## src/logic/cpuPkg.sv

```systemverilog
package cpuPkg;

    // issue width of the slice
    localparam int Slots = 2;

    typedef logic [31:0] word_t;
    typedef logic [31:0] addr_t;
    typedef logic [4:0] regAddr_t;
    // rd field in the upper bits and sel in the lower three
    typedef logic [7:0] cp0Addr_t;
    typedef logic [15:0] imm_t;
    typedef logic [4:0] shamt_t;

    // return address register
    localparam regAddr_t RegRa = 5'd31;

    // primary opcodes
    localparam logic [5:0] OpSpecial = 6'h00;
    localparam logic [5:0] OpJ = 6'h02;
    localparam logic [5:0] OpJal = 6'h03;
    localparam logic [5:0] OpBeq = 6'h04;
    localparam logic [5:0] OpBne = 6'h05;
    localparam logic [5:0] OpAddiu = 6'h09;
    localparam logic [5:0] OpSlti = 6'h0a;
    localparam logic [5:0] OpSltiu = 6'h0b;
    localparam logic [5:0] OpAndi = 6'h0c;
    localparam logic [5:0] OpOri = 6'h0d;
    localparam logic [5:0] OpXori = 6'h0e;
    localparam logic [5:0] OpLui = 6'h0f;
    localparam logic [5:0] OpCop0 = 6'h10;

    // function field of special opcode
    localparam logic [5:0] FnSll = 6'h00;
    localparam logic [5:0] FnSrl = 6'h02;
    localparam logic [5:0] FnSra = 6'h03;
    localparam logic [5:0] FnJr = 6'h08;
    localparam logic [5:0] FnAddu = 6'h21;
    localparam logic [5:0] FnSubu = 6'h23;
    localparam logic [5:0] FnAnd = 6'h24;
    localparam logic [5:0] FnOr = 6'h25;
    localparam logic [5:0] FnXor = 6'h26;
    localparam logic [5:0] FnNor = 6'h27;
    localparam logic [5:0] FnSlt = 6'h2a;
    localparam logic [5:0] FnSltu = 6'h2b;

    // rs field of cop0 opcode
    localparam regAddr_t CopMf = 5'h00;
    localparam regAddr_t CopMt = 5'h04;

    typedef enum logic [3:0] {
        aluAdd, aluSub,
        aluAnd, aluOr, aluXor, aluNor,
        aluSlt, aluSltu,
        aluSll, aluSrl, aluSra,
        aluLui, aluPass
    } aluOp_t;

    typedef enum logic [2:0] {
        classAlu, classBranch, classJump, classCp0, classReserved
    } instrClass_t;

    typedef struct packed {
        aluOp_t aluOp;
        instrClass_t instrClass;
        logic immSel;
        logic zeroExt;
        logic useShamt;
        logic regWrite;
    } ctl_t;

    typedef struct packed {
        logic valid;
        word_t rawInstr;
        addr_t pc;
        logic predBranch;
    } fetchData_t;

    typedef struct packed {
        logic valid;
        word_t rawInstr;
        addr_t pc;
        imm_t imm;
        cp0Addr_t cp0ra;
        logic predBranch;
        ctl_t ctl;
        regAddr_t srcA;
        regAddr_t srcB;
        regAddr_t dest;
    } decodeData_t;

    typedef struct packed {
        decodeData_t dec;
        word_t readA;
        word_t readB;
    } execData_t;

    typedef struct packed {
        logic valid;
        addr_t pc;
        regAddr_t dest;
        logic wrEn;
        word_t value;
        logic predBranch;
        logic reserved;
    } resultData_t;

endpackage
```

## src/logic/dualDecode.sv

```systemverilog
`timescale 1ns/10ps

module dualDecode (
    input cpuPkg::fetchData_t [cpuPkg::Slots-1:0] fetchIn,
    output cpuPkg::decodeData_t [cpuPkg::Slots-1:0] decodeOut
);
    import cpuPkg::*;

    // per-slot return detection from the decoders
    logic [Slots-1:0] isJrRa;

    for (genvar i = 0; i < Slots; i++) begin : gSlot
        instrDecoder i_decoder (
            .valid(fetchIn[i].valid),
            .instr(fetchIn[i].rawInstr),
            .ctl(decodeOut[i].ctl),
            .srcA(decodeOut[i].srcA),
            .srcB(decodeOut[i].srcB),
            .dest(decodeOut[i].dest),
            .isJrRa(isJrRa[i])
        );

        // fields copied straight from fetch
        assign decodeOut[i].valid = fetchIn[i].valid;
        assign decodeOut[i].rawInstr = fetchIn[i].rawInstr;
        assign decodeOut[i].pc = fetchIn[i].pc;

        // low half-word immediate
        assign decodeOut[i].imm = fetchIn[i].rawInstr[15:0];

        // cp0 register number and select
        assign decodeOut[i].cp0ra = {fetchIn[i].rawInstr[15:11], fetchIn[i].rawInstr[2:0]};

        // fetch prediction or a return through ra
        assign decodeOut[i].predBranch = fetchIn[i].predBranch || isJrRa[i];
    end

endmodule

```

## src/logic/instrDecoder.sv

```systemverilog
`timescale 1ns/10ps

module instrDecoder (
    input logic valid,
    input cpuPkg::word_t instr,
    output cpuPkg::ctl_t ctl,
    output cpuPkg::regAddr_t srcA,
    output cpuPkg::regAddr_t srcB,
    output cpuPkg::regAddr_t dest,
    output logic isJrRa
);
    import cpuPkg::*;

    logic [5:0] opcode;
    logic [5:0] funct;
    regAddr_t rs;
    regAddr_t rt;
    regAddr_t rd;

    // raw instruction fields
    assign opcode = instr[31:26];
    assign funct = instr[5:0];
    assign rs = instr[25:21];
    assign rt = instr[20:16];
    assign rd = instr[15:11];

    // jr $ra is treated as a predicted return
    assign isJrRa = valid && opcode == OpSpecial && funct == FnJr && rs == RegRa;

    always_comb begin
        // start from a reserved instruction with no operands
        ctl.aluOp = aluPass;
        ctl.instrClass = classReserved;
        ctl.immSel = 1'b0;
        ctl.zeroExt = 1'b0;
        ctl.useShamt = 1'b0;
        ctl.regWrite = 1'b0;
        srcA = '0;
        srcB = '0;
        dest = '0;
        case (opcode)
            OpSpecial: begin
                // register form writes rd
                ctl.instrClass = classAlu;
                ctl.regWrite = 1'b1;
                srcA = rs;
                srcB = rt;
                dest = rd;
                case (funct)
                    FnAddu: ctl.aluOp = aluAdd;
                    FnSubu: ctl.aluOp = aluSub;
                    FnAnd: ctl.aluOp = aluAnd;
                    FnOr: ctl.aluOp = aluOr;
                    FnXor: ctl.aluOp = aluXor;
                    FnNor: ctl.aluOp = aluNor;
                    FnSlt: ctl.aluOp = aluSlt;
                    FnSltu: ctl.aluOp = aluSltu;
                    FnSll, FnSrl, FnSra: begin
                        // shift rt by the shamt field
                        ctl.useShamt = 1'b1;
                        srcA = '0;
                        if (funct == FnSll) begin
                            ctl.aluOp = aluSll;
                        end else if (funct == FnSrl) begin
                            ctl.aluOp = aluSrl;
                        end else begin
                            ctl.aluOp = aluSra;
                        end
                    end
                    FnJr: begin
                        ctl.instrClass = classJump;
                        ctl.regWrite = 1'b0;
                        srcB = '0;
                        dest = '0;
                    end
                    default: begin
                        // unknown function code
                        ctl.instrClass = classReserved;
                        ctl.regWrite = 1'b0;
                        srcA = '0;
                        srcB = '0;
                        dest = '0;
                    end
                endcase
            end
            OpAddiu, OpSlti, OpSltiu, OpAndi, OpOri, OpXori, OpLui: begin
                // immediate form writes rt
                ctl.instrClass = classAlu;
                ctl.immSel = 1'b1;
                ctl.regWrite = 1'b1;
                srcA = rs;
                dest = rt;
                case (opcode)
                    OpAddiu: ctl.aluOp = aluAdd;
                    OpSlti: ctl.aluOp = aluSlt;
                    // sltiu compares against the sign-extended immediate
                    OpSltiu: ctl.aluOp = aluSltu;
                    OpAndi: ctl.aluOp = aluAnd;
                    OpOri: ctl.aluOp = aluOr;
                    OpXori: ctl.aluOp = aluXor;
                    default: begin
                        ctl.aluOp = aluLui;
                        srcA = '0;
                    end
                endcase
                // logic immediates are zero extended
                ctl.zeroExt = opcode == OpAndi || opcode == OpOri || opcode == OpXori;
            end
            OpBeq, OpBne: begin
                ctl.instrClass = classBranch;
                ctl.aluOp = aluSub;
                srcA = rs;
                srcB = rt;
            end
            OpJ: ctl.instrClass = classJump;
            OpJal: begin
                // link register as target but no link value
                ctl.instrClass = classJump;
                ctl.regWrite = 1'b1;
                dest = RegRa;
            end
            OpCop0: begin
                if (rs == CopMf) begin
                    ctl.instrClass = classCp0;
                    ctl.regWrite = 1'b1;
                    dest = rt;
                end else if (rs == CopMt) begin
                    // mtc0 carries rt as its data
                    ctl.instrClass = classCp0;
                    srcB = rt;
                end
            end
            default: ctl.instrClass = classReserved;
        endcase
    end

endmodule

```

## config.mk

```make
export PLATFORM = sky130hd
export DESIGN_NAME = dualDecode
export DESIGN_NICKNAME = d
export VERILOG_FILES = /design/src/logic/cpuPkg.sv /design/src/logic/dualDecode.sv /design/src/logic/instrDecoder.sv
export SDC_FILE = /design/constraint.sdc
export NUM_CORES = 1
export LEC_CHECK = 0
export CAP_MARGIN = 5
export CELL_PAD_IN_SITES_DETAIL_PLACEMENT = 1
export CELL_PAD_IN_SITES_GLOBAL_PLACEMENT = 1
export CORE_AREA = 8 8 135 137
export DETAILED_ROUTE_END_ITERATION = 12
export DIE_AREA = 0 0 143 145
export DONT_BUFFER_PORTS = 1
export PLACE_DENSITY_LB_ADDON = 0.1
export SLEW_MARGIN = 20
export SYNTH_ARGS = -nofsm -noshare
export SYNTH_HDL_FRONTEND = slang
export SYNTH_SLANG_ARGS = --single-unit
```

## constraint.sdc

```tcl
create_clock -name vclk -period 2.65
set_input_delay 0.53 -clock vclk [all_inputs]
set_output_delay 0.53 -clock vclk [all_outputs]
set_load 0.01 [all_outputs]
```

==> flow_metrics.tcl <==
set metrics [dict create \
    outcome "complete, no violations" \
    tns_ns 0 \
    io_pins 364 \
    synth_cell_types 53 \
    num_vias 2029 \
    utilization 0.107 \
    nets 360 \
    min-delay-path-class "input pin to primary output" \
    finalHoldViolCount 0 \
    ir_worst_vdd_mv 0.0223 \
    end_kind "primary output" \
    ys_seq_area_frac 0 \
    cts_setup_buffers 0 \
    grt_pass1_wl_um 14000 \
    dieWidth_um 143 \
    swShare 0.566 \
    wl_um 9640 \
    grt_pass1_vias 2241 \
    drc_errors 0 \
    netlist_instances 401 \
    portBuffers 0 \
    drive_gt1_frac 0.137 \
    n_antenna_cell 0 \
    setup_violations 0 \
    whs_path_depth 0 \
    regArea_um2 0 \
    cts_resized 0 \
    die_h_um 145 \
    fin_crit_sh 0.944 \
    n_clock_buffer 0 \
    drt-initial-drc-count 63 \
    start_util 0.169 \
    slew_headroom 0.678 \
    core_mm2 0.0162 \
    netlist_top_cells_count "178 x buf_4, 26 x nor2_1, 15 x a21oi_1" \
    startpoint_type "input pin" \
    cp_data_required_time_ns 2.12 \
    internal_power_uw 64.1 \
    synth_most_common_cell "buf_4" \
    crit_path_max_fanout 17 \
    gr-total-overflow 0 \
    globalplace.congestion 0.704 \
    syn2layout_area_growth_pct -36.2 \
    dr.pass1.iters 4 \
    min_to "decodeOut[174]" \
    holdBufCountCts 0 \
    tightest_slew_ns 0.479 \
    rsz0062_at_grt "false" \
    netlist_area_mm2 0.00273 \
    postRouteAntennaNets 0 \
    fp.dieArea_mm2 0.0207 \
    routedWlPerCell_um 21.6 \
    rows 47 \
    syn_area_per_cell_um2 6.80 \
    synth.top_cell.area_share 0.490 \
    dp_hpwl_um 8030 \
    fmax_mhz 400 \
    synth_warnings 0 \
    power.density_mw_per_mm2 85.0 \
    arrival_ns 1.97 \
    min-delay-start "fetchIn[74]" \
    ys_top_cells_by_area "buf_4 49%, a221o_1 4.4%, nor2_1 3.6%" \
    p_comb_frac 1.000 \
    p_switching_uw 83.7 \
    clockPowerShare 0 \
    vias_per_cell 4.55 \
    p_leak_uw 0.000551 \
    pwr-share-seq 0 \
    critical_path_class "input pin to primary output" \
    numSequentialCells 0 \
    min_period_ns 2.50 \
    yosys.area.top_type "buf_4" \
    grt_max_degree 18 \
    critPathLaunch "fetchIn[126]" \
    slew_viol_final 0 \
    drv_cap 0 \
    grt_antenna_before_repair 0 \
    grt_usage 0.0845 \
    syn_nets 533 \
]
[critical path: stages]
cell and delay, ns:
or3_1 0.37, or3_1 0.39, or2_1 0.27, o32ai_1 0.20, buf_4 0.20
[cell type report]
class	count	area [µm²]
Fill cell	1969	14400
Tap cell	220	275
Timing Repair Buffer	19	143
Multi-Input combinational cell	197	1280
Inverter	10	37.5
[stage by stage]
| stage | total power (µW) | area [µm²] | setup WS, ns | cells | hold WS (ns) |
|---|---|---|---|---|---|
| floorplan | 410 | 2730 | 0.369 | 401 | 1.11 |
| global placement | 152 | 1740 | 0.108 | 446 | 1.06 |
| detailed placement | 151 | 1740 | 0.0923 | 446 | 1.06 |
| CTS | 152 | 1740 | 0.0831 | 446 | 1.06 |
| global route | 164 | 1740 | 0.0353 | 446 | 1.06 |
| finish | 148 | 1740 | 0.148 | 446 | 1.06 |
[power by group through the flow]
stage | clock [µW] | combinational, µW | sequential, µW
global route | 0 | 164 | 0
CTS | 0 | 152 | 0
detailed placement | 0 | 151 | 0
floorplan | 0 | 410 | 0
finish | 0 | 148 | 0
global placement | 0 | 152 | 0
[cell usage in the layout (no fill, tap or decap), types with 2 or more instances in the layout]
| cell | Yosys | final |
|---|---|---|
| or2_2 | 2 | 2 |
| o22ai_1 | 3 | 3 |
| nor2b_1 | 8 | 8 |
| o21ai_1 | 3 | 3 |
| inv_1 | 10 | 10 |
| o21ai_0 | 13 | 13 |
| a2111oi_4 | 2 | 2 |
| a31oi_1 | 5 | 5 |
| a221o_1 | 12 | 12 |
| or2_1 | 2 | 2 |
| mux2i_1 | 2 | 2 |
| nor4_1 | 8 | 8 |
| and3_1 | 2 | 2 |
| o211ai_1 | 2 | 2 |
| a22oi_1 | 2 | 2 |
| buf_4 | 178 | 19 |
| or3_1 | 5 | 5 |
| nor3_1 | 11 | 11 |
| nor3_2 | 2 | 2 |
| nand3_1 | 5 | 5 |
| nor2_1 | 26 | 26 |
| a21boi_0 | 6 | 6 |
| and2_1 | 12 | 12 |
| and4_1 | 3 | 3 |
| nand2_1 | 14 | 14 |
| a41o_1 | 2 | 2 |
| nor3b_1 | 3 | 3 |
| nand2b_1 | 6 | 6 |
| a21oi_1 | 15 | 15 |
[kinds of logic (layout without fill, tap and decap cells)]
family | after synthesis | after routing | share of synthesized area
mux | 2 | 2 | 0.00735
compound gates | 78 | 78 | 0.225
xor+xnor | 1 | 1 | 0.00321
simple gates | 116 | 116 | 0.235
buf+inv | 204 | 29 | 0.529
[worst max-delay path by stage]
| stage | endpoint | cells after the start |
|---|---|---|
| after floorplan | decodeOut[22] | 5 |
| after global placement | decodeOut[138] | 5 |
| after detailed placement | decodeOut[138] | 5 |
| after CTS | decodeOut[138] | 5 |
| after global routing | decodeOut[138] | 5 |
| final | decodeOut[138] | 5 |
[routing by layer]
metal,share of wire,vias to the layer above,track usage
met3,0.12,25,0.0348
li1,-,854,-
met2,0.52,158,0.162
met4,0.013,0,0.0122
met1,0.35,992,0.0830
met5,0,-,0
Note: power is estimated with default switching activity, not from simulation.
