$ cat config.mk
export PLATFORM = sky130hd
export DESIGN_NAME = aluExecute
export DESIGN_NICKNAME = d
export VERILOG_FILES = /design/src/logic/cpuPkg.sv /design/src/logic/aluExecute.sv
export SDC_FILE = /design/constraint.sdc
export NUM_CORES = 2
export LEC_CHECK = 0
export ABC_AREA = 1
export BUFFER_PORTS_ARGS = -buffer_cell sky130_fd_sc_hd__buf_2
export CAP_MARGIN = 10
export CORE_MARGIN = 2
export CORE_UTILIZATION = 45
export DETAILED_ROUTE_END_ITERATION = 10
export GPL_TIMING_DRIVEN = 0
export PLACE_DENSITY = 0.73
export SKIP_CTS_REPAIR_TIMING = 1
export SYNTH_ARGS = -nofsm -noshare
export SYNTH_HDL_FRONTEND = slang
export SYNTH_SLANG_ARGS = --single-unit
$ cat constraint.sdc
create_clock -name clk -period 6.7 [get_ports clk]
set_clock_uncertainty 0.1 [all_clocks]
set_input_delay 0 -clock clk [delete_from_list [all_inputs] [get_ports clk]]
set_output_delay 0 -clock clk [all_outputs]
set_load 0.01 [all_outputs]
$ cat src/logic/cpuPkg.sv
package cpuPkg;

    // issue width of the slice
    localparam int Slots = 2;

    typedef logic [31:0] word_t;
    typedef logic [31:0] addr_t;
    typedef logic [4:0] regAddr_t;
    // rd field in the upper bits and sel in the lower three
    typedef logic [7:0] cp0Addr_t;
    typedef logic [15:0] imm_t;
    typedef logic [4:0] shamt_t;

    // return address register
    localparam regAddr_t RegRa = 5'd31;

    // primary opcodes
    localparam logic [5:0] OpSpecial = 6'h00;
    localparam logic [5:0] OpJ = 6'h02;
    localparam logic [5:0] OpJal = 6'h03;
    localparam logic [5:0] OpBeq = 6'h04;
    localparam logic [5:0] OpBne = 6'h05;
    localparam logic [5:0] OpAddiu = 6'h09;
    localparam logic [5:0] OpSlti = 6'h0a;
    localparam logic [5:0] OpSltiu = 6'h0b;
    localparam logic [5:0] OpAndi = 6'h0c;
    localparam logic [5:0] OpOri = 6'h0d;
    localparam logic [5:0] OpXori = 6'h0e;
    localparam logic [5:0] OpLui = 6'h0f;
    localparam logic [5:0] OpCop0 = 6'h10;

    // function field of special opcode
    localparam logic [5:0] FnSll = 6'h00;
    localparam logic [5:0] FnSrl = 6'h02;
    localparam logic [5:0] FnSra = 6'h03;
    localparam logic [5:0] FnJr = 6'h08;
    localparam logic [5:0] FnAddu = 6'h21;
    localparam logic [5:0] FnSubu = 6'h23;
    localparam logic [5:0] FnAnd = 6'h24;
    localparam logic [5:0] FnOr = 6'h25;
    localparam logic [5:0] FnXor = 6'h26;
    localparam logic [5:0] FnNor = 6'h27;
    localparam logic [5:0] FnSlt = 6'h2a;
    localparam logic [5:0] FnSltu = 6'h2b;

    // rs field of cop0 opcode
    localparam regAddr_t CopMf = 5'h00;
    localparam regAddr_t CopMt = 5'h04;

    typedef enum logic [3:0] {
        aluAdd, aluSub,
        aluAnd, aluOr, aluXor, aluNor,
        aluSlt, aluSltu,
        aluSll, aluSrl, aluSra,
        aluLui, aluPass
    } aluOp_t;

    typedef enum logic [2:0] {
        classAlu, classBranch, classJump, classCp0, classReserved
    } instrClass_t;

    typedef struct packed {
        aluOp_t aluOp;
        instrClass_t instrClass;
        logic immSel;
        logic zeroExt;
        logic useShamt;
        logic regWrite;
    } ctl_t;

    typedef struct packed {
        logic valid;
        word_t rawInstr;
        addr_t pc;
        logic predBranch;
    } fetchData_t;

    typedef struct packed {
        logic valid;
        word_t rawInstr;
        addr_t pc;
        imm_t imm;
        cp0Addr_t cp0ra;
        logic predBranch;
        ctl_t ctl;
        regAddr_t srcA;
        regAddr_t srcB;
        regAddr_t dest;
    } decodeData_t;

    typedef struct packed {
        decodeData_t dec;
        word_t readA;
        word_t readB;
    } execData_t;

    typedef struct packed {
        logic valid;
        addr_t pc;
        regAddr_t dest;
        logic wrEn;
        word_t value;
        logic predBranch;
        logic reserved;
    } resultData_t;

endpackage
$ cat src/logic/aluExecute.sv
`timescale 1ns/10ps

module aluExecute (
    input logic clk,
    input logic arstN,
    input cpuPkg::decodeData_t [cpuPkg::Slots-1:0] decodeIn,
    input cpuPkg::word_t [2*cpuPkg::Slots-1:0] readData,
    input cpuPkg::resultData_t [cpuPkg::Slots-1:0] wbIn,
    output cpuPkg::resultData_t [cpuPkg::Slots-1:0] resultOut
);
    import cpuPkg::*;

    // issue register
    execData_t [Slots-1:0] issueQ;

    // operands after result-stage bypass
    word_t fwdA [Slots];
    word_t fwdB [Slots];
    // operands after the in-pair cascade
    word_t opA [Slots];
    word_t opB [Slots];

    // result stage bypass with younger slot 0 applied last
    function automatic word_t forward(regAddr_t src, word_t readWord,
                                      resultData_t [Slots-1:0] wb);
        word_t val;
        val = readWord;
        for (int k = Slots - 1; k >= 0; k--) begin
            if (wb[k].wrEn && wb[k].dest == src) begin
                val = wb[k].value;
            end
        end
        if (src == '0) begin
            val = '0;
        end
        return val;
    endfunction

    // older slot of the same pair beats every other source
    function automatic word_t cascade(resultData_t older, regAddr_t src, word_t fallback);
        return (older.wrEn && older.dest == src) ? older.value : fallback;
    endfunction

    function automatic word_t aluCalc(aluOp_t op, word_t a, word_t b, shamt_t sh);
        case (op)
            aluAdd: return a + b;
            aluSub: return a - b;
            aluAnd: return a & b;
            aluOr: return a | b;
            aluXor: return a ^ b;
            aluNor: return ~(a | b);
            aluSlt: return {31'b0, $signed(a) < $signed(b)};
            aluSltu: return {31'b0, a < b};
            // shifts act on rt which arrives as b
            aluSll: return b << sh;
            aluSrl: return b >> sh;
            aluSra: return $signed(b) >>> sh;
            aluLui: return {b[15:0], 16'h0};
            default: return b;
        endcase
    endfunction

    function automatic resultData_t execSlot(execData_t e, word_t a, word_t b);
        resultData_t r;
        word_t immExt;
        word_t opnd;
        immExt = e.dec.ctl.zeroExt ? {16'h0, e.dec.imm} : {{16{e.dec.imm[15]}}, e.dec.imm};
        opnd = e.dec.ctl.immSel ? immExt : b;
        r.valid = e.dec.valid;
        r.pc = e.dec.pc;
        r.dest = e.dec.dest;
        // only alu class commits and never to register 0
        r.wrEn = e.dec.valid && e.dec.ctl.instrClass == classAlu && e.dec.ctl.regWrite
                 && e.dec.dest != '0;
        r.value = aluCalc(e.dec.ctl.aluOp, a, opnd,
                          e.dec.ctl.useShamt ? e.dec.rawInstr[10:6] : shamt_t'(0));
        r.predBranch = e.dec.predBranch;
        r.reserved = e.dec.valid && e.dec.ctl.instrClass == classReserved;
        return r;
    endfunction

    always_ff @(posedge clk or negedge arstN) begin
        if (!arstN) begin
            issueQ <= '0;
        end else begin
            // read ports are paired per slot as a then b
            for (int i = 0; i < Slots; i++) begin
                issueQ[i].dec <= decodeIn[i];
                issueQ[i].readA <= readData[2*i];
                issueQ[i].readB <= readData[2*i+1];
            end
        end
    end

    for (genvar i = 0; i < Slots; i++) begin : gSlot
        assign fwdA[i] = forward(issueQ[i].dec.srcA, issueQ[i].readA, wbIn);
        assign fwdB[i] = forward(issueQ[i].dec.srcB, issueQ[i].readB, wbIn);
        if (i == Slots - 1) begin : gOldest
            // oldest slot has no partner ahead of it
            assign opA[i] = fwdA[i];
            assign opB[i] = fwdB[i];
        end else begin : gCascade
            assign opA[i] = cascade(resultOut[i+1], issueQ[i].dec.srcA, fwdA[i]);
            assign opB[i] = cascade(resultOut[i+1], issueQ[i].dec.srcB, fwdB[i]);
        end
        assign resultOut[i] = execSlot(issueQ[i], opA[i], opB[i]);
    end

endmodule

==> results.toml, run 1 <==
[status]
status = "did not finish"
failing_step = "global routing"
error = "[ERROR GRT-0232] Routing congestion too high. Check the congestion heatmap in the GUI."

[cts]
clock-sinks = 290
cts_root_buf = "clkbuf_16"
clockBufferDepth = 3
h-tree-depth = 1
cts_made_buffers = 30

[global_routing]
antenna_found_initial = 39
grt_max_degree = 131
grt_usage = 0.724
overflow = 4

[synth]
synth-xor-area-share = 0.00810
syn_inst = 5181
synth_top_family_by_area = "simple AND/OR/NAND/NOR gates"
ys_ff_latch = 290
synthesis.nets = 5885
synth_edf_count = 0
synth_ff_type = "dfrtp_1"
netlist_area_sq_um = 32400
yosys.cell_types.count = 67
syn_avg_cell_area_sq_um = 6.26
ys_warn_count = 0
muxShareOfSynthArea = 0
async_flop_share = 1.00
synth-compound-area-share = 0.182
seq_area_frac_synth = 0.224
synth_fa_ha_area_frac = 0.0765
yosysTopAreaCellShare = 0.224
ys_top_cells_by_area = "dfrtp_1 (22%), nand2_1 (14%), nand3_1 (13%)"
synth_area_leader_cell = "dfrtp_1"
yosys.area_share.simple = 0.386

[timing]
grt-worst-endpoint = "resultOut[28]"
endpoint_type = "top-level output"

[placement]
hpwl_mm = 174
routabilityCongestion = 1.21
port_buffers = 513

[floorplan]
die_w_um = 273
io_pins = 654
initial_utilization = 0.454
die_h_um = 273
num_rows = 98
-- metrics by stage --
| step | setup WS, ps | hold slack, ps | area (sq um) | cells | setup TNS, ps |
|---|---|---|---|---|---|
| 2_1_floorplan | 23.3 | -396 | 32500 | 5181 | 0 |
| 3_3_place_gp | -3520 | 7.09 | 36300 | 6644 | -74260 |
| 3_5_place_dp | -3430 | -180 | 36300 | 6647 | -71910 |
| 4_1_cts | -4120 | -851 | 37400 | 6701 | -93630 |
-- routing by layer --
metal / overflow / global-route usage
met4: 1 / 0.645
met3: 1 / 0.575
met5: 0 / 0.310
met1: 0 / 0.780
met2: 2 / 0.850
-- cells by family after synthesis --
logic type,count (synthesis)
flip-flops,290
adder cells (fa/ha/maj),196
buffers and inverters,908
AO/OA/AOI/OAI,988
XOR/XNOR,30
AND/OR/NAND/NOR,2769
-- cells in the mapped netlist, drive strengths merged, types with 5 or more instances --
cell / count
o211ai: 92
nor4: 13
or2: 29
a2111oi: 12
buf: 226
nor3: 42
o2111ai: 17
o31ai: 5
a21boi: 8
inv: 542
a221oi: 54
nand2: 1313
o22ai: 23
o21a: 6
clkbuf: 133
ha: 192
o221ai: 22
nor2: 418
xor2: 30
and2: 6
nand3b: 5
o21ai: 346
a31oi: 5
nand3: 898
o21bai: 12
a21o: 6
nand4: 40
a211oi: 33
clkinv: 7
a21oi: 339
dfrtp: 290
==> inputs of run 2 (changes only) <==
--- a/config.mk
+++ b/config.mk
@@ -9,10 +9,10 @@
 export BUFFER_PORTS_ARGS = -buffer_cell sky130_fd_sc_hd__buf_2
 export CAP_MARGIN = 10
 export CORE_MARGIN = 2
-export CORE_UTILIZATION = 45
+export CORE_UTILIZATION = 30
 export DETAILED_ROUTE_END_ITERATION = 10
 export GPL_TIMING_DRIVEN = 0
-export PLACE_DENSITY = 0.73
+export PLACE_DENSITY_LB_ADDON = 0.15
 export SKIP_CTS_REPAIR_TIMING = 1
 export SYNTH_ARGS = -nofsm -noshare
 export SYNTH_HDL_FRONTEND = slang
==> constraint.sdc (replaced) <==
create_clock -name clk -period 8.71 [get_ports clk]
set_clock_uncertainty 0.1 [all_clocks]
set_input_delay 0 -clock clk [delete_from_list [all_inputs] [get_ports clk]]
set_output_delay 0 -clock clk [all_outputs]
set_load 0.01 [all_outputs]
==> results.toml, run 2 <==
[power]
ir_worst_vdd_uv = 163
p_leak_uw = 0.0223
p_total_uw = 6210
power.density_nw_per_um2 = 138

[drt]
dr.pass1.iters = 6
drc = 0
num_vias = 44300
wire_per_inst_um = 31.5
drt_iter0_drc = 5885
routed_wl_mm = 244
vias_per_cell = 5.72
antenna_left = 0

[cells_and_area]
final_cell_mix = "nand2_1 (1163), nand3_1 (831), buf_2 (598)"
nNetsFinal = 7009
final_common_cell = "nand2_1"
fill_cells = 11600
final-seq-area_sq_um = 7270
multi_input_area_sq_um = 22400
area_growth_pct = 39.0
largest-register = "issueQ"
largest_register_ff_count = 212
fin_cells = 7740
layout-drive-gt1-share = 0.221

[floorplan]
num_rows = 120
dieArea_sq_um = 111000
die_h_um = 333
core_area_sq_um = 107000
io_pins = 654
initial_utilization = 0.303
die_w_um = 333

[hold_path]
hold_class = "in -> reg"
holdPathEnd = "issueQ[17]"
hp-start = "readData[49]"
hold_depth = 2

[synth]
synth_ff_type = "dfrtp_1"
seq_area_frac_synth = 0.224
ys_ff_latch = 290
synth_edf_count = 0
ys_warn_count = 0
synth_area_leader_cell = "dfrtp_1"
yosys.cell_types.count = 67
yosysMostFrequentCell = "nand2_1"
yosysTopAreaCellShare = 0.224
syn_avg_cell_area_sq_um = 6.26
netlist_area_sq_um = 32400
syn_inst = 5181
synthTopCellsByCount = "nand2_1 (1211), nand3_1 (848), inv_1 (520), nor2_1 (393), a21oi_1 (330)"
async_flop_share = 1.00
synthesis.nets = 5885
ys_top_cells_by_area = "dfrtp_1 (22%), nand2_1 (14%), nand3_1 (13%)"

[cts]
clockBufferDepth = 3
cts_root_buf = "clkbuf_16"
h-tree-depth = 2
clock-sinks = 290
cts_made_buffers = 35
cts_tree = "yes"
cts.clk_slew.worst_paths_ps = 60

[placement]
port_buffers = 513
dp.cells = 7112
routabilityCongestion = 1.06
hpwl_mm = 200

[timing]
setup_violations = 15
worstMarginPinSlew_ps = 1150
hold_viol = 18
fin_ws_ps = -504
relSlewSlack = 0.229
fmax_mhz = 109
period_needed_ps = 9210
slew_viol_final = 0
hold_ws_ps = -23.6
rsz0062_at_grt = "true"
period_share = 1.06

[worst_setup_path]
critPathCaptureType = "output pin"
required_ps = 8610
path_class = "reg -> out"
cp_max_fo = 10
cpPeakStageDelay_ps = 520
cp-start-kind = "register"
cp.arrival_ps = 9110
cpMostUsedCell = "nand2_1"
crit_slowest_cell = "o31ai_2"

[status]
status = "finished, violations left"
violations = "negative hold slack, negative setup slack"

[global_routing]
top_usage_layer = "met2"
grt_pass1_vias = 39100
grt_usage = 0.410
antenna_found_initial = 22
overflow = 0
grt.met3_usage = 0.109
use_met1 = 0.554
grtUsageMet2 = 0.591
grt_pass1_wl_mm = 318
grt_max_degree = 122

[flow_run]
cap_violations = 0
-- run 2: cells by family after synthesis --
kind of cell / count (synthesis) / synth area share
compound gates: 988 / 0.182
xor+xnor: 30 / 0.00810
fa+ha+maj: 196 / 0.0765
buf+inv: 908 / 0.124
flops: 290 / 0.224
simple gates: 2769 / 0.386
-- run 2: cell type report --
class	instances	share of cell area
Antenna cell	10	0.000555
Buffer	340	0.0439
Clock buffer	44	0.0215
Clock inverter	15	0.00541
Inverter	549	0.0466
Multi-Input combinational cell	3984	0.496
Sequential cell	290	0.161
Tap cell	1403	0.0389
Timing Repair Buffer	1105	0.186
-- run 2: how the worst max path moves through the flow --
stage	start	endpoint	slack, ps	cells after the start
after global placement	issueQ[254]	resultOut[18]	-3370	43
after detailed placement	issueQ[258]	resultOut[30]	-2670	50
final	issueQ[256]	resultOut[32]	-500	36
after global routing	issueQ[256]	resultOut[32]	-650	49
after CTS	issueQ[258]	resultOut[30]	-3280	50
after floorplan	issueQ[254]	resultOut[2]	1350	49
-- run 2: per-layer routing --
metal | vias to the layer above | routed length [um] | share of wire
met5 | - | 96 | 0.00039
met4 | 12 | 16600 | 0.068
met3 | 595 | 26000 | 0.11
met2 | 2785 | 100000 | 0.41
met1 | 21400 | 101000 | 0.41
li1 | 19500 | - | -
-- run 2: worst max-delay path: cells and delay by family (launching register included) --
| kind | cells | cell delay (ps) |
|---|---|---|
| adder cells (fa/ha/maj) | 2 | 920 |
| flip-flops | 1 | 450 |
| XOR/XNOR | 1 | 160 |
| AND/OR/NAND/NOR | 12 | 2250 |
| AO/OA/AOI/OAI | 14 | 3280 |
| buffers and inverters | 7 | 1460 |
-- run 2: power breakdown --
group          internal (uW)  total (uW)  leakage (uW)  switching, uW
Clock                    945        1590      0.000597            645
Sequential              1420        1470       0.00337           53.9
Combinational            994        3150        0.0183           2160
-- run 2: metrics by stage --
stage          worst slack [ps]  hold slack, ps  setup TNS (ps)   util  cell area, sq um
6_report                   -504           -23.6           -3960  0.421             45100
2_1_floorplan              1350            -396               0      -             32400
3_5_place_dp              -2670            -138          -50220  0.345             36900
5_1_grt                    -653           -18.9           -7410  0.421             45100
3_3_place_gp              -3370            7.42          -71390  0.343             36800
4_1_cts                   -3280            -734          -69360  0.356             38200
Note: power is estimated with default switching activity, not from simulation.
