File: config.mk
export PLATFORM = sky130hd
export DESIGN_NAME = resultStage
export DESIGN_NICKNAME = d
export VERILOG_FILES = /design/src/logic/cpuPkg.sv /design/src/logic/resultStage.sv
export SDC_FILE = /design/constraint.sdc
export NUM_CORES = 1
export LEC_CHECK = 0
export ABC_AREA = 1
export BUFFER_PORTS_ARGS = -buffer_cell sky130_fd_sc_hd__buf_4
export CAP_MARGIN = 20
export CORE_AREA = 2 2 143 145
export CTS_CLUSTER_SIZE = 16
export DETAILED_ROUTE_END_ITERATION = 7
export DIE_AREA = 0 0 145 147
export HOLD_SLACK_MARGIN = 0.1
export PLACE_DENSITY_LB_ADDON = 0.15
export SYNTH_ARGS = -nofsm -noshare
export SYNTH_HDL_FRONTEND = slang
export SYNTH_SLANG_ARGS = --single-unit
export TNS_END_PERCENT = 1
File: constraint.sdc
create_clock -name clk -period 0.8 [get_ports clk]
set_clock_uncertainty 0.05 [all_clocks]
set_input_delay 0.04 -clock clk [delete_from_list [all_inputs] [get_ports clk]]
set_output_delay 0.04 -clock clk [all_outputs]
set_load 0.005 [all_outputs]
File: src/logic/cpuPkg.sv
package cpuPkg;

    // issue width of the slice
    localparam int Slots = 2;

    typedef logic [31:0] word_t;
    typedef logic [31:0] addr_t;
    typedef logic [4:0] regAddr_t;
    // rd field in the upper bits and sel in the lower three
    typedef logic [7:0] cp0Addr_t;
    typedef logic [15:0] imm_t;
    typedef logic [4:0] shamt_t;

    // return address register
    localparam regAddr_t RegRa = 5'd31;

    // primary opcodes
    localparam logic [5:0] OpSpecial = 6'h00;
    localparam logic [5:0] OpJ = 6'h02;
    localparam logic [5:0] OpJal = 6'h03;
    localparam logic [5:0] OpBeq = 6'h04;
    localparam logic [5:0] OpBne = 6'h05;
    localparam logic [5:0] OpAddiu = 6'h09;
    localparam logic [5:0] OpSlti = 6'h0a;
    localparam logic [5:0] OpSltiu = 6'h0b;
    localparam logic [5:0] OpAndi = 6'h0c;
    localparam logic [5:0] OpOri = 6'h0d;
    localparam logic [5:0] OpXori = 6'h0e;
    localparam logic [5:0] OpLui = 6'h0f;
    localparam logic [5:0] OpCop0 = 6'h10;

    // function field of special opcode
    localparam logic [5:0] FnSll = 6'h00;
    localparam logic [5:0] FnSrl = 6'h02;
    localparam logic [5:0] FnSra = 6'h03;
    localparam logic [5:0] FnJr = 6'h08;
    localparam logic [5:0] FnAddu = 6'h21;
    localparam logic [5:0] FnSubu = 6'h23;
    localparam logic [5:0] FnAnd = 6'h24;
    localparam logic [5:0] FnOr = 6'h25;
    localparam logic [5:0] FnXor = 6'h26;
    localparam logic [5:0] FnNor = 6'h27;
    localparam logic [5:0] FnSlt = 6'h2a;
    localparam logic [5:0] FnSltu = 6'h2b;

    // rs field of cop0 opcode
    localparam regAddr_t CopMf = 5'h00;
    localparam regAddr_t CopMt = 5'h04;

    typedef enum logic [3:0] {
        aluAdd, aluSub,
        aluAnd, aluOr, aluXor, aluNor,
        aluSlt, aluSltu,
        aluSll, aluSrl, aluSra,
        aluLui, aluPass
    } aluOp_t;

    typedef enum logic [2:0] {
        classAlu, classBranch, classJump, classCp0, classReserved
    } instrClass_t;

    typedef struct packed {
        aluOp_t aluOp;
        instrClass_t instrClass;
        logic immSel;
        logic zeroExt;
        logic useShamt;
        logic regWrite;
    } ctl_t;

    typedef struct packed {
        logic valid;
        word_t rawInstr;
        addr_t pc;
        logic predBranch;
    } fetchData_t;

    typedef struct packed {
        logic valid;
        word_t rawInstr;
        addr_t pc;
        imm_t imm;
        cp0Addr_t cp0ra;
        logic predBranch;
        ctl_t ctl;
        regAddr_t srcA;
        regAddr_t srcB;
        regAddr_t dest;
    } decodeData_t;

    typedef struct packed {
        decodeData_t dec;
        word_t readA;
        word_t readB;
    } execData_t;

    typedef struct packed {
        logic valid;
        addr_t pc;
        regAddr_t dest;
        logic wrEn;
        word_t value;
        logic predBranch;
        logic reserved;
    } resultData_t;

endpackage
File: src/logic/resultStage.sv
`timescale 1ns/10ps

module resultStage (
    input logic clk,
    input logic arstN,
    input cpuPkg::resultData_t [cpuPkg::Slots-1:0] resultIn,
    output cpuPkg::resultData_t [cpuPkg::Slots-1:0] resultOut,
    output logic [cpuPkg::Slots-1:0] wrEn,
    output cpuPkg::regAddr_t [cpuPkg::Slots-1:0] wrAddr,
    output cpuPkg::word_t [cpuPkg::Slots-1:0] wrData
);
    import cpuPkg::*;

    // result register, also the bypass source for execute
    always_ff @(posedge clk or negedge arstN) begin
        if (!arstN) begin
            resultOut <= '0;
        end else begin
            resultOut <= resultIn;
        end
    end

    // write ports in age order
    // slot 0 is the youngest and lands on the highest port
    // so the register file lets it win on a shared destination
    for (genvar i = 0; i < Slots; i++) begin : gPort
        assign wrEn[Slots-1-i] = resultOut[i].wrEn;
        assign wrAddr[Slots-1-i] = resultOut[i].dest;
        assign wrData[Slots-1-i] = resultOut[i].value;
    end

endmodule

==> results.py, run 1 <==
metrics = {
    "outcome": {
        "outcome": "finished with violations",
        "violations": "negative hold slack, negative setup slack",
    },
    "pwr": {
        "power.density_nw_per_um2": 2030,
        "power.static_leakage_nw": 4.52,
        "max_rail_drop_vdd_v": 0.00134,
    },
    "sta": {
        "max_freq_mhz": 950,
        "timing_hold_violations_final": 5,
        "finalMaxSlewViolations": 0,
        "post-route-period-util_pct": 132,
        "worst-slew-pin-transition_ps": 245,
        "minimum_setup_slack_in_the_final_design_ps": -252,
        "grt_setup_unrepaired": "yes",
        "min_period_ps": 1050,
        "setup_viol": 222,
        "fin_hold_ws_ps": -6.64,
        "slew_headroom_pct": 83.7,
    },
    "critical_path": {
        "cpMaxStageDelayCell": "dfrtp_1",
        "crit_arrival_ps": 960,
        "cell_breakdown_of_the_critical_path": "buf_4",
        "critical_path_depth": 1,
        "worstSetupStartpointType": "flip-flop",
        "endpoint": "resultOut[16]",
        "critPathBufInv": 1,
        "worstPathRequired_ps": 710,
        "crit_family": "flip-flops",
        "worst_setup_path_end_kind": "output port",
        "timing.setup.critical_path_class": "flip-flop to output port",
        "critical_path.max_stage_delay_ps": 400,
        "timing.critical_path.from": "resultOut[16]",
        "worst-path-max-fanout": 2,
    },
    "routing": {
        "drt_first_pass_iters": 4,
        "route.detailed.vias_per_inst": 3.52,
        "routed_wl_um": 13800,
        "drt_first_iter_violations": 52,
        "routed_wire_length_per_instance_um": 14.2,
        "routed-via-count": 3417,
        "detail-route-antenna-nets": 0,
        "drt_drc_violations_left": 0,
    },
    "floorplan": {
        "die_w_um": 145,
        "fp.dieArea_um2": 21300,
        "core_area_um2": 19800,
        "start_util_pct": 21.3,
        "placementRows": 52,
        "die_height_um": 147,
        "design.portCount": 370,
    },
    "synth": {
        "fraction_of_the_mapped_netlist_area_in_simple_logic_gates_pct": 0,
        "syn-mean-instance-area_um2": 19.0,
        "yosysSeqAreaShare_pct": 86.5,
        "postSynthRegisterBits": 146,
        "yosys-mux-area-fraction_pct": 0,
        "yosys.cell_types.count": 2,
        "post_synth_fa_ha_maj_area_fraction_pct": 0,
        "mappedNetlistArea_um2": 4220,
        "complex_gate_fraction_of_the_synthesized_area_pct": 0,
        "syn-instance-count": 222,
        "ys_warn_count": 0,
        "main_combinational_cell_family_by_area_after_synthesis": "buffers and inverters",
        "synth_fp_nets": 370,
        "synthXorXnorAreaFrac_pct": 0,
    },
    "global_routing": {
        "first_global_vias": 3865,
        "wire_length_of_the_first_global_routing_pass_um": 21200,
        "number_of_antenna_violations_at_the_first_check_in_global_routing": 0,
        "globalRoute.totalOverflow": 0,
        "gr-usage-all-layers_pct": 13.0,
        "grt_start_max_net_pins": 40,
    },
    "flow_run": {
        "cap_viol_max_count": 0,
    },
    "finish": {
        "numnets_final": 836,
        "layout.cells.most_common_list": "299 x buf_4, 147 x dlygate4sd3_1, 146 x dfrtp_1, 74 x buf_6, 17 x clkbuf_16",
        "multiInputGateArea_um2": 0,
        "drive_gt1_share_pct": 57.8,
        "layout_stage_area_growth_over_the_synthesis_result_pct": 118,
        "largest_reg_flops": 146,
        "multi_input_cells": 0,
        "layout_commonest_cell": "buf_4",
        "regMostFlops": "resultOut",
        "final_design_area_no_fill_um2": 9220,
        "top_regs": "resultOut: 146 flops",
        "number_of_cells_in_the_finished_layout_apart_from_fillers": 971,
        "final_antenna_diode_count": 0,
    },
    "placement": {
        "placement.io_buffers": 369,
        "postPlaceCellArea_um2": 6860,
        "gpl.final_weighted_congestion": 0.733,
        "dp_worst_setup_slack_ps": 173,
        "detailedPlacementHpwl_um": 10200,
        "placed_cells": 792,
    },
    "clock_tree": {
        "clk_pin_slew_worst_paths_ps": 60,
        "post_cts_buffers": 0,
        "cts.sinks": 146,
        "post_cts_hold_buffer_count": 147,
        "clock_path_buffers": 2,
        "cts_buffers": 17,
        "cts_max_level": 4,
        "cts_tree": "built",
        "clockRootBuffer": "clkbuf_16",
    },
    "hold_path": {
        "holdCritPathClass": "primary input to async pin",
    },
}
area by class of cell:
cell class / instances / area, um^2
Clock inverter: 12 / 179
Timing Repair Buffer: 523 / 4610
Tap cell: 270 / 338
Sequential cell: 146 / 3650
Fill cell: 1756 / 10600
Clock buffer: 20 / 437
worst min-delay path by stage:
stage / from / endpoint / slack [ps] / cells after the start
after CTS: arstN / resultOut[105] / -20 / 2
after global placement: arstN / resultOut[105] / -130 / 1
after floorplan: arstN / resultOut[0] / -310 / 0
after global routing: arstN / resultOut[105] / -10 / 2
after detailed placement: arstN / resultOut[105] / -140 / 1
final: arstN / resultOut[105] / -7 / 2
where the power goes:
group | internal, mW | leakage (nW) | switching, mW | total, mW
Clock | 5.24 | 0.291 | 3.04 | 8.28
Combinational | 1.73 | 2.53 | 0.705 | 2.44
Sequential | 7.77 | 1.70 | 0.208 | 7.97
logic make-up (layout without fill, tap and decap cells):
logic type | Yosys count | count (layout)
DFF | 146 | 146
buffers and inverters | 76 | 555
routing by layer:
| metal | global-route usage (%) | share of wire, % | vias up |
|---|---|---|---|
| met2 | 23.6 | 55 | 219 |
| met5 | 0 | 0 | - |
| met4 | 5.89 | 2.4 | 0 |
| met1 | 12.9 | 33 | 1638 |
| met3 | 5.65 | 9.2 | 18 |
| li1 | - | - | 1542 |
repair_timing:
| item | 4_1_cts | 5_1_grt |
|---|---|---|
| setup endpoints to repair | 222 | 222 |
| endpoints found under the hold margin | 292 | 12 |
| gates resized for setup | 70 | 3 |
stage by stage:
stage | setup TNS, ps | power (mW) | util, %
finish | -46700 | 18.7 | 46.4
global route | -57160 | 19.5 | 46.4
CTS | -53570 | 19.0 | 46.4
detailed placement | 0 | 9.84 | 34.5
global placement | 0 | 9.82 | 34.5
floorplan | 0 | 8.39 | -
cell usage after synthesis (all sizes together):
cell | count | area (um^2)
dfrtp | 146 | 3650
buf | 76 | 571
Power figures use the tool's default switching activity.
==> inputs of run 2 (changes only) <==
--- a/config.mk
+++ b/config.mk
@@ -14,6 +14,7 @@
 export DIE_AREA = 0 0 145 147
 export HOLD_SLACK_MARGIN = 0.1
 export PLACE_DENSITY_LB_ADDON = 0.15
+export RECOVER_POWER = 50
 export SYNTH_ARGS = -nofsm -noshare
 export SYNTH_HDL_FRONTEND = slang
 export SYNTH_SLANG_ARGS = --single-unit
==> results.py, run 2 (synthesis gave the netlist of run 1 again) <==
metrics = {
    "pwr": {
        "switching_share_pct": 21.1,
        "fin_total_pwr_mw": 18.6,
        "share_seq_of_total_power_pct": 42.8,
        "power.static_leakage_nw": 4.48,
        "power.density_nw_per_um2": 2020,
        "p_switching_mw": 3.93,
        "clock_power_share_pct": 44.4,
        "max_rail_drop_vdd_v": 0.00134,
        "internal-power_mw": 14.7,
        "combinationalPowerShare_pct": 12.8,
    },
    "sta": {
        "post-route-period-util_pct": 132,
        "timing_hold_violations_final": 0,
        "setup_viol": 348,
        "worst-slew-pin-transition_ps": 647,
        "finalMaxSlewViolations": 0,
        "max_freq_mhz": 950,
        "minimum_setup_slack_in_the_final_design_ps": -253,
        "min_period_ps": 1050,
        "grt_setup_unrepaired": "yes",
        "slew_headroom_pct": 56.8,
    },
    "critical_path": {
        "cpMaxStageDelayCell": "dfrtp_1",
        "worstSetupStartpointType": "flip-flop",
        "crit_family": "flip-flops",
        "critical_path.max_stage_delay_ps": 420,
        "worst-path-max-fanout": 2,
        "cell_breakdown_of_the_critical_path": "buf_6",
        "timing.setup.critical_path_class": "flip-flop to output port",
        "crit_arrival_ps": 960,
        "worstPathRequired_ps": 710,
        "critPathBufInv": 1,
        "worst_setup_path_end_kind": "output port",
    },
    "routing": {
        "detail-route-antenna-nets": 0,
        "drt_drc_violations_left": 0,
        "route.detailed.vias_per_inst": 3.53,
        "routed_wire_length_per_instance_um": 14.1,
        "routed_wl_um": 13700,
        "routed-via-count": 3426,
        "drt_first_iter_violations": 51,
        "drt_first_pass_iters": 4,
    },
    "finish": {
        "numnets_final": 836,
        "multiInputGateArea_um2": 0,
        "regMostFlops": "resultOut",
        "drive_gt1_share_pct": 57.3,
        "layout.cells.most_common_list": "165 x buf_4, 147 x dlygate4sd3_1, 146 x dfrtp_1, 131 x clkbuf_4, 73 x buf_6",
        "top_regs": "resultOut: 146 flops",
        "multi_input_cells": 0,
        "layout_stage_area_growth_over_the_synthesis_result_pct": 118,
        "final_antenna_diode_count": 0,
        "final_design_area_no_fill_um2": 9200,
        "largest_reg_flops": 146,
        "layout_commonest_cell": "buf_4",
    },
    "outcome": {
        "outcome": "finished with violations",
        "violations": "negative setup slack",
    },
    "hold_path": {
        "holdCritPathClass": "primary input to async pin",
    },
    "floorplan": {
        "die_w_um": 145,
        "fp.dieArea_um2": 21300,
        "core_area_um2": 19800,
        "placementRows": 52,
        "die_height_um": 147,
        "start_util_pct": 21.3,
        "design.portCount": 370,
    },
    "placement": {
        "detailedPlacementHpwl_um": 10200,
        "postPlaceCellArea_um2": 6860,
        "gpl.final_weighted_congestion": 0.733,
        "dp_worst_setup_slack_ps": 173,
        "placement.io_buffers": 369,
    },
    "clock_tree": {
        "clk_pin_slew_worst_paths_ps": 60,
        "cts.sinks": 146,
        "cts_buffers": 17,
        "post_cts_hold_buffer_count": 147,
        "cts_max_level": 4,
        "clock_path_buffers": 2,
        "clockRootBuffer": "clkbuf_16",
        "cts_tree": "built",
    },
    "global_routing": {
        "number_of_antenna_violations_at_the_first_check_in_global_routing": 0,
        "grt_start_max_net_pins": 40,
        "wire_length_of_the_first_global_routing_pass_um": 21200,
        "globalRoute.totalOverflow": 0,
        "gr-usage-all-layers_pct": 13.0,
        "first_global_vias": 3865,
    },
    "flow_run": {
        "cap_viol_max_count": 0,
    },
}
run 2: cell count changes in the layout (fill, tap and decap cells not counted), sizes merged:
cell,before,now
clkbuf,20,155
buf,376,241
run 2: cell type report:
| cell class | count | area (um^2) |
|---|---|---|
| clock inverter | 12 | 179 |
| sequential | 146 | 3650 |
| clock buffer | 20 | 437 |
| fill | 1764 | 10600 |
| tap | 270 | 338 |
| timing repair buffer | 523 | 4590 |
run 2: worst paths after layout:
path / startpoint / endpoint / slack (ps) / depth (start not counted)
setup / recovery: resultOut[105] / resultOut[105] / -250 / 1
hold / removal: arstN / resultOut[105] / 130 / 2
max in group asynchronous: arstN / resultOut[44] / -90 / 3
min in group clk: resultIn[59] / resultOut[59] / 240 / 2
run 2: power groups by stage:
stage               Clock [mW]  Combinational [mW]  Sequential (mW)
finish                    8.27                2.38             7.97
global route              8.90                2.56             8.01
CTS                       8.57                2.47             7.98
detailed placement           0                1.76             8.07
global placement             0                1.76             8.06
floorplan                    0               0.302             8.09
run 2: timing repair:
action / 4_1_cts / 5_1_grt
hold endpoints to repair: 292 / 12
setup buffers: 0 / 0
setup endpoints to repair: 222 / 222
resized for setup: 70 / 3
run 2: per-stage QoR:
step,hold WS (ps),std cells,util (%),TNS [ps]
floorplan,-306,222,-,0
detailed placement,-140,792,34.5,0
global placement,-134,792,34.5,0
finish,134,971,46.4,-52070
CTS,-17.9,971,46.4,-53570
global route,162,971,46.4,-77230
run 2: metal layers:
metal	global-route usage, %	wire, um
met1	12.9	4530
met2	23.6	7550
met3	5.65	1270
met4	5.89	332
met5	0	0
==> inputs of run 3 (changes only) <==
--- a/config.mk
+++ b/config.mk
@@ -9,12 +9,14 @@
 export BUFFER_PORTS_ARGS = -buffer_cell sky130_fd_sc_hd__buf_4
 export CAP_MARGIN = 20
 export CORE_AREA = 2 2 143 145
+export CTS_CLUSTER_DIAMETER = 60
 export CTS_CLUSTER_SIZE = 16
 export DETAILED_ROUTE_END_ITERATION = 7
 export DIE_AREA = 0 0 145 147
 export HOLD_SLACK_MARGIN = 0.1
 export PLACE_DENSITY_LB_ADDON = 0.15
 export RECOVER_POWER = 50
+export REMOVE_ABC_BUFFERS = 1
 export SYNTH_ARGS = -nofsm -noshare
 export SYNTH_HDL_FRONTEND = slang
 export SYNTH_SLANG_ARGS = --single-unit
==> results.py, run 3 (synthesis gave the netlist of run 1 again) <==
metrics = {
    "sta": {
        "worst-slew-pin-transition_ps": 496,
        "timing_hold_violations_final": 0,
        "minimum_setup_slack_in_the_final_design_ps": -265,
        "setup_viol": 222,
        "max_freq_mhz": 939,
        "min_period_ps": 1070,
        "grt_setup_unrepaired": "yes",
        "slew_headroom_pct": 66.9,
        "fin_hold_ws_ps": 115,
        "post-route-period-util_pct": 133,
        "final.setup.tns_ps": -48310,
        "finalMaxSlewViolations": 0,
    },
    "finish": {
        "final_antenna_diode_count": 0,
        "largest_reg_flops": 146,
        "top_regs": "resultOut: 146 flops",
        "postLayoutCoreUtil_pct": 46.5,
        "multiInputGateArea_um2": 0,
        "multi_input_cells": 0,
        "numnets_final": 838,
        "drive_gt1_share_pct": 58.2,
        "regMostFlops": "resultOut",
        "fillers": 1760,
        "layout_stage_area_growth_over_the_synthesis_result_pct": 119,
        "layout_commonest_cell": "buf_4",
        "layout.cells.most_common_list": "169 x buf_4, 147 x dlygate4sd3_1, 145 x dfrtp_1, 130 x clkbuf_4, 74 x buf_6",
        "number_of_cells_in_the_finished_layout_apart_from_fillers": 973,
    },
    "pwr": {
        "power.static_leakage_nw": 4.51,
        "max_rail_drop_vdd_v": 0.00134,
        "power.density_nw_per_um2": 2030,
    },
    "global_routing": {
        "gr-usage-all-layers_pct": 13.4,
        "number_of_antenna_violations_at_the_first_check_in_global_routing": 0,
        "grt_start_max_net_pins": 28,
        "wire_length_of_the_first_global_routing_pass_um": 21900,
        "globalRoute.totalOverflow": 0,
        "first_global_vias": 4033,
    },
    "routing": {
        "drt_first_pass_iters": 4,
        "route.detailed.vias_per_inst": 3.57,
        "routed_wl_um": 13900,
        "drt_drc_violations_left": 0,
        "detail-route-antenna-nets": 0,
        "drt_first_iter_violations": 65,
        "routed-via-count": 3473,
        "routed_wire_length_per_instance_um": 14.3,
    },
    "clock_tree": {
        "cts.sinks": 146,
        "cts_max_level": 4,
        "post_cts_buffers": 0,
        "cts_tree": "built",
        "cts_buffers": 17,
        "clockRootBuffer": "clkbuf_16",
        "clock_path_buffers": 2,
        "post_cts_hold_buffer_count": 147,
        "clk_pin_slew_worst_paths_ps": 70,
    },
    "flow_run": {
        "cap_viol_max_count": 0,
    },
    "critical_path": {
        "timing.critical_path.from": "resultOut[6]",
        "worst-path-max-fanout": 2,
        "worstPathRequired_ps": 710,
        "cpMaxStageDelayCell": "dfrtp_2",
        "cell_breakdown_of_the_critical_path": "buf_6",
        "crit_arrival_ps": 980,
        "worst_setup_path_end_kind": "output port",
        "worstSetupStartpointType": "flip-flop",
        "crit_family": "flip-flops",
        "critPathBufInv": 1,
        "critical_path.max_stage_delay_ps": 440,
        "timing.setup.critical_path_class": "flip-flop to output port",
    },
    "floorplan": {
        "fp.dieArea_um2": 21300,
        "start_util_pct": 21.3,
        "placementRows": 52,
        "design.portCount": 370,
        "die_height_um": 147,
        "core_area_um2": 19800,
        "die_w_um": 145,
    },
    "outcome": {
        "violations": "negative setup slack",
        "outcome": "finished with violations",
    },
    "placement": {
        "gpl.final_weighted_congestion": 0.734,
        "placed_cells": 794,
        "placement.io_buffers": 369,
        "detailedPlacementHpwl_um": 9540,
    },
    "hold_path": {
        "holdCritPathClass": "primary input to async pin",
    },
}
==> run 3: changes by cell type in the layout (fill, tap and decap cells not counted), sizes merged <==
cell      delta
buf          +5
clkbuf       -4
clkinvlp     -3
inv          +3
clkinv       +2
bufinv       -1
==> run 3: layout make-up <==
type | instances | area, um^2 | share of cell area (%)
Tap cell | 270 | 338 | 3.66
Timing Repair Buffer | 525 | 4620 | 50.0
Clock inverter | 13 | 170 | 1.84
Sequential cell | 146 | 3650 | 39.6
Clock buffer | 19 | 453 | 4.91
==> run 3: final timing paths <==
check,to,slack (ps),cells past startpoint
setup / recovery,resultOut[6],-270,1
hold / removal,resultOut[39],120,2
max in group asynchronous,resultOut[111],20,3
min in group clk,resultOut[25],230,2
==> run 3: repair_timing <==
action                                 4_1_cts  5_1_grt
setup endpoints to repair                  222      222
resized for setup                           73        2
endpoints found under the hold margin      292       16
==> run 3: power by group <==
group / switching (mW) / total (mW) / leakage (nW) / internal (mW)
clock network: 3.23 / 8.36 / 0.310 / 5.13
logic: 0.696 / 2.40 / 2.50 / 1.70
registers: 0.214 / 7.98 / 1.70 / 7.76
==> run 3: routing by layer <==
layer | share of wire [%] | global-route usage, % | up-vias
li1 | - | - | 1546
met4 | 2.9 | 6.98 | 0
met5 | 0 | 0 | -
met2 | 53 | 23.4 | 217
met3 | 8.4 | 5.12 | 27
met1 | 36 | 14.2 | 1683
==> run 3: metrics by stage <==
step	cell area (um^2)	power (mW)	setup WS, ps
after global routing	9230	19.6	-322
after detailed placement	6870	9.83	140
after floorplan	3650	8.13	334
after CTS	9240	19.1	-313
after global placement	6870	9.82	146
final	9230	18.7	-265
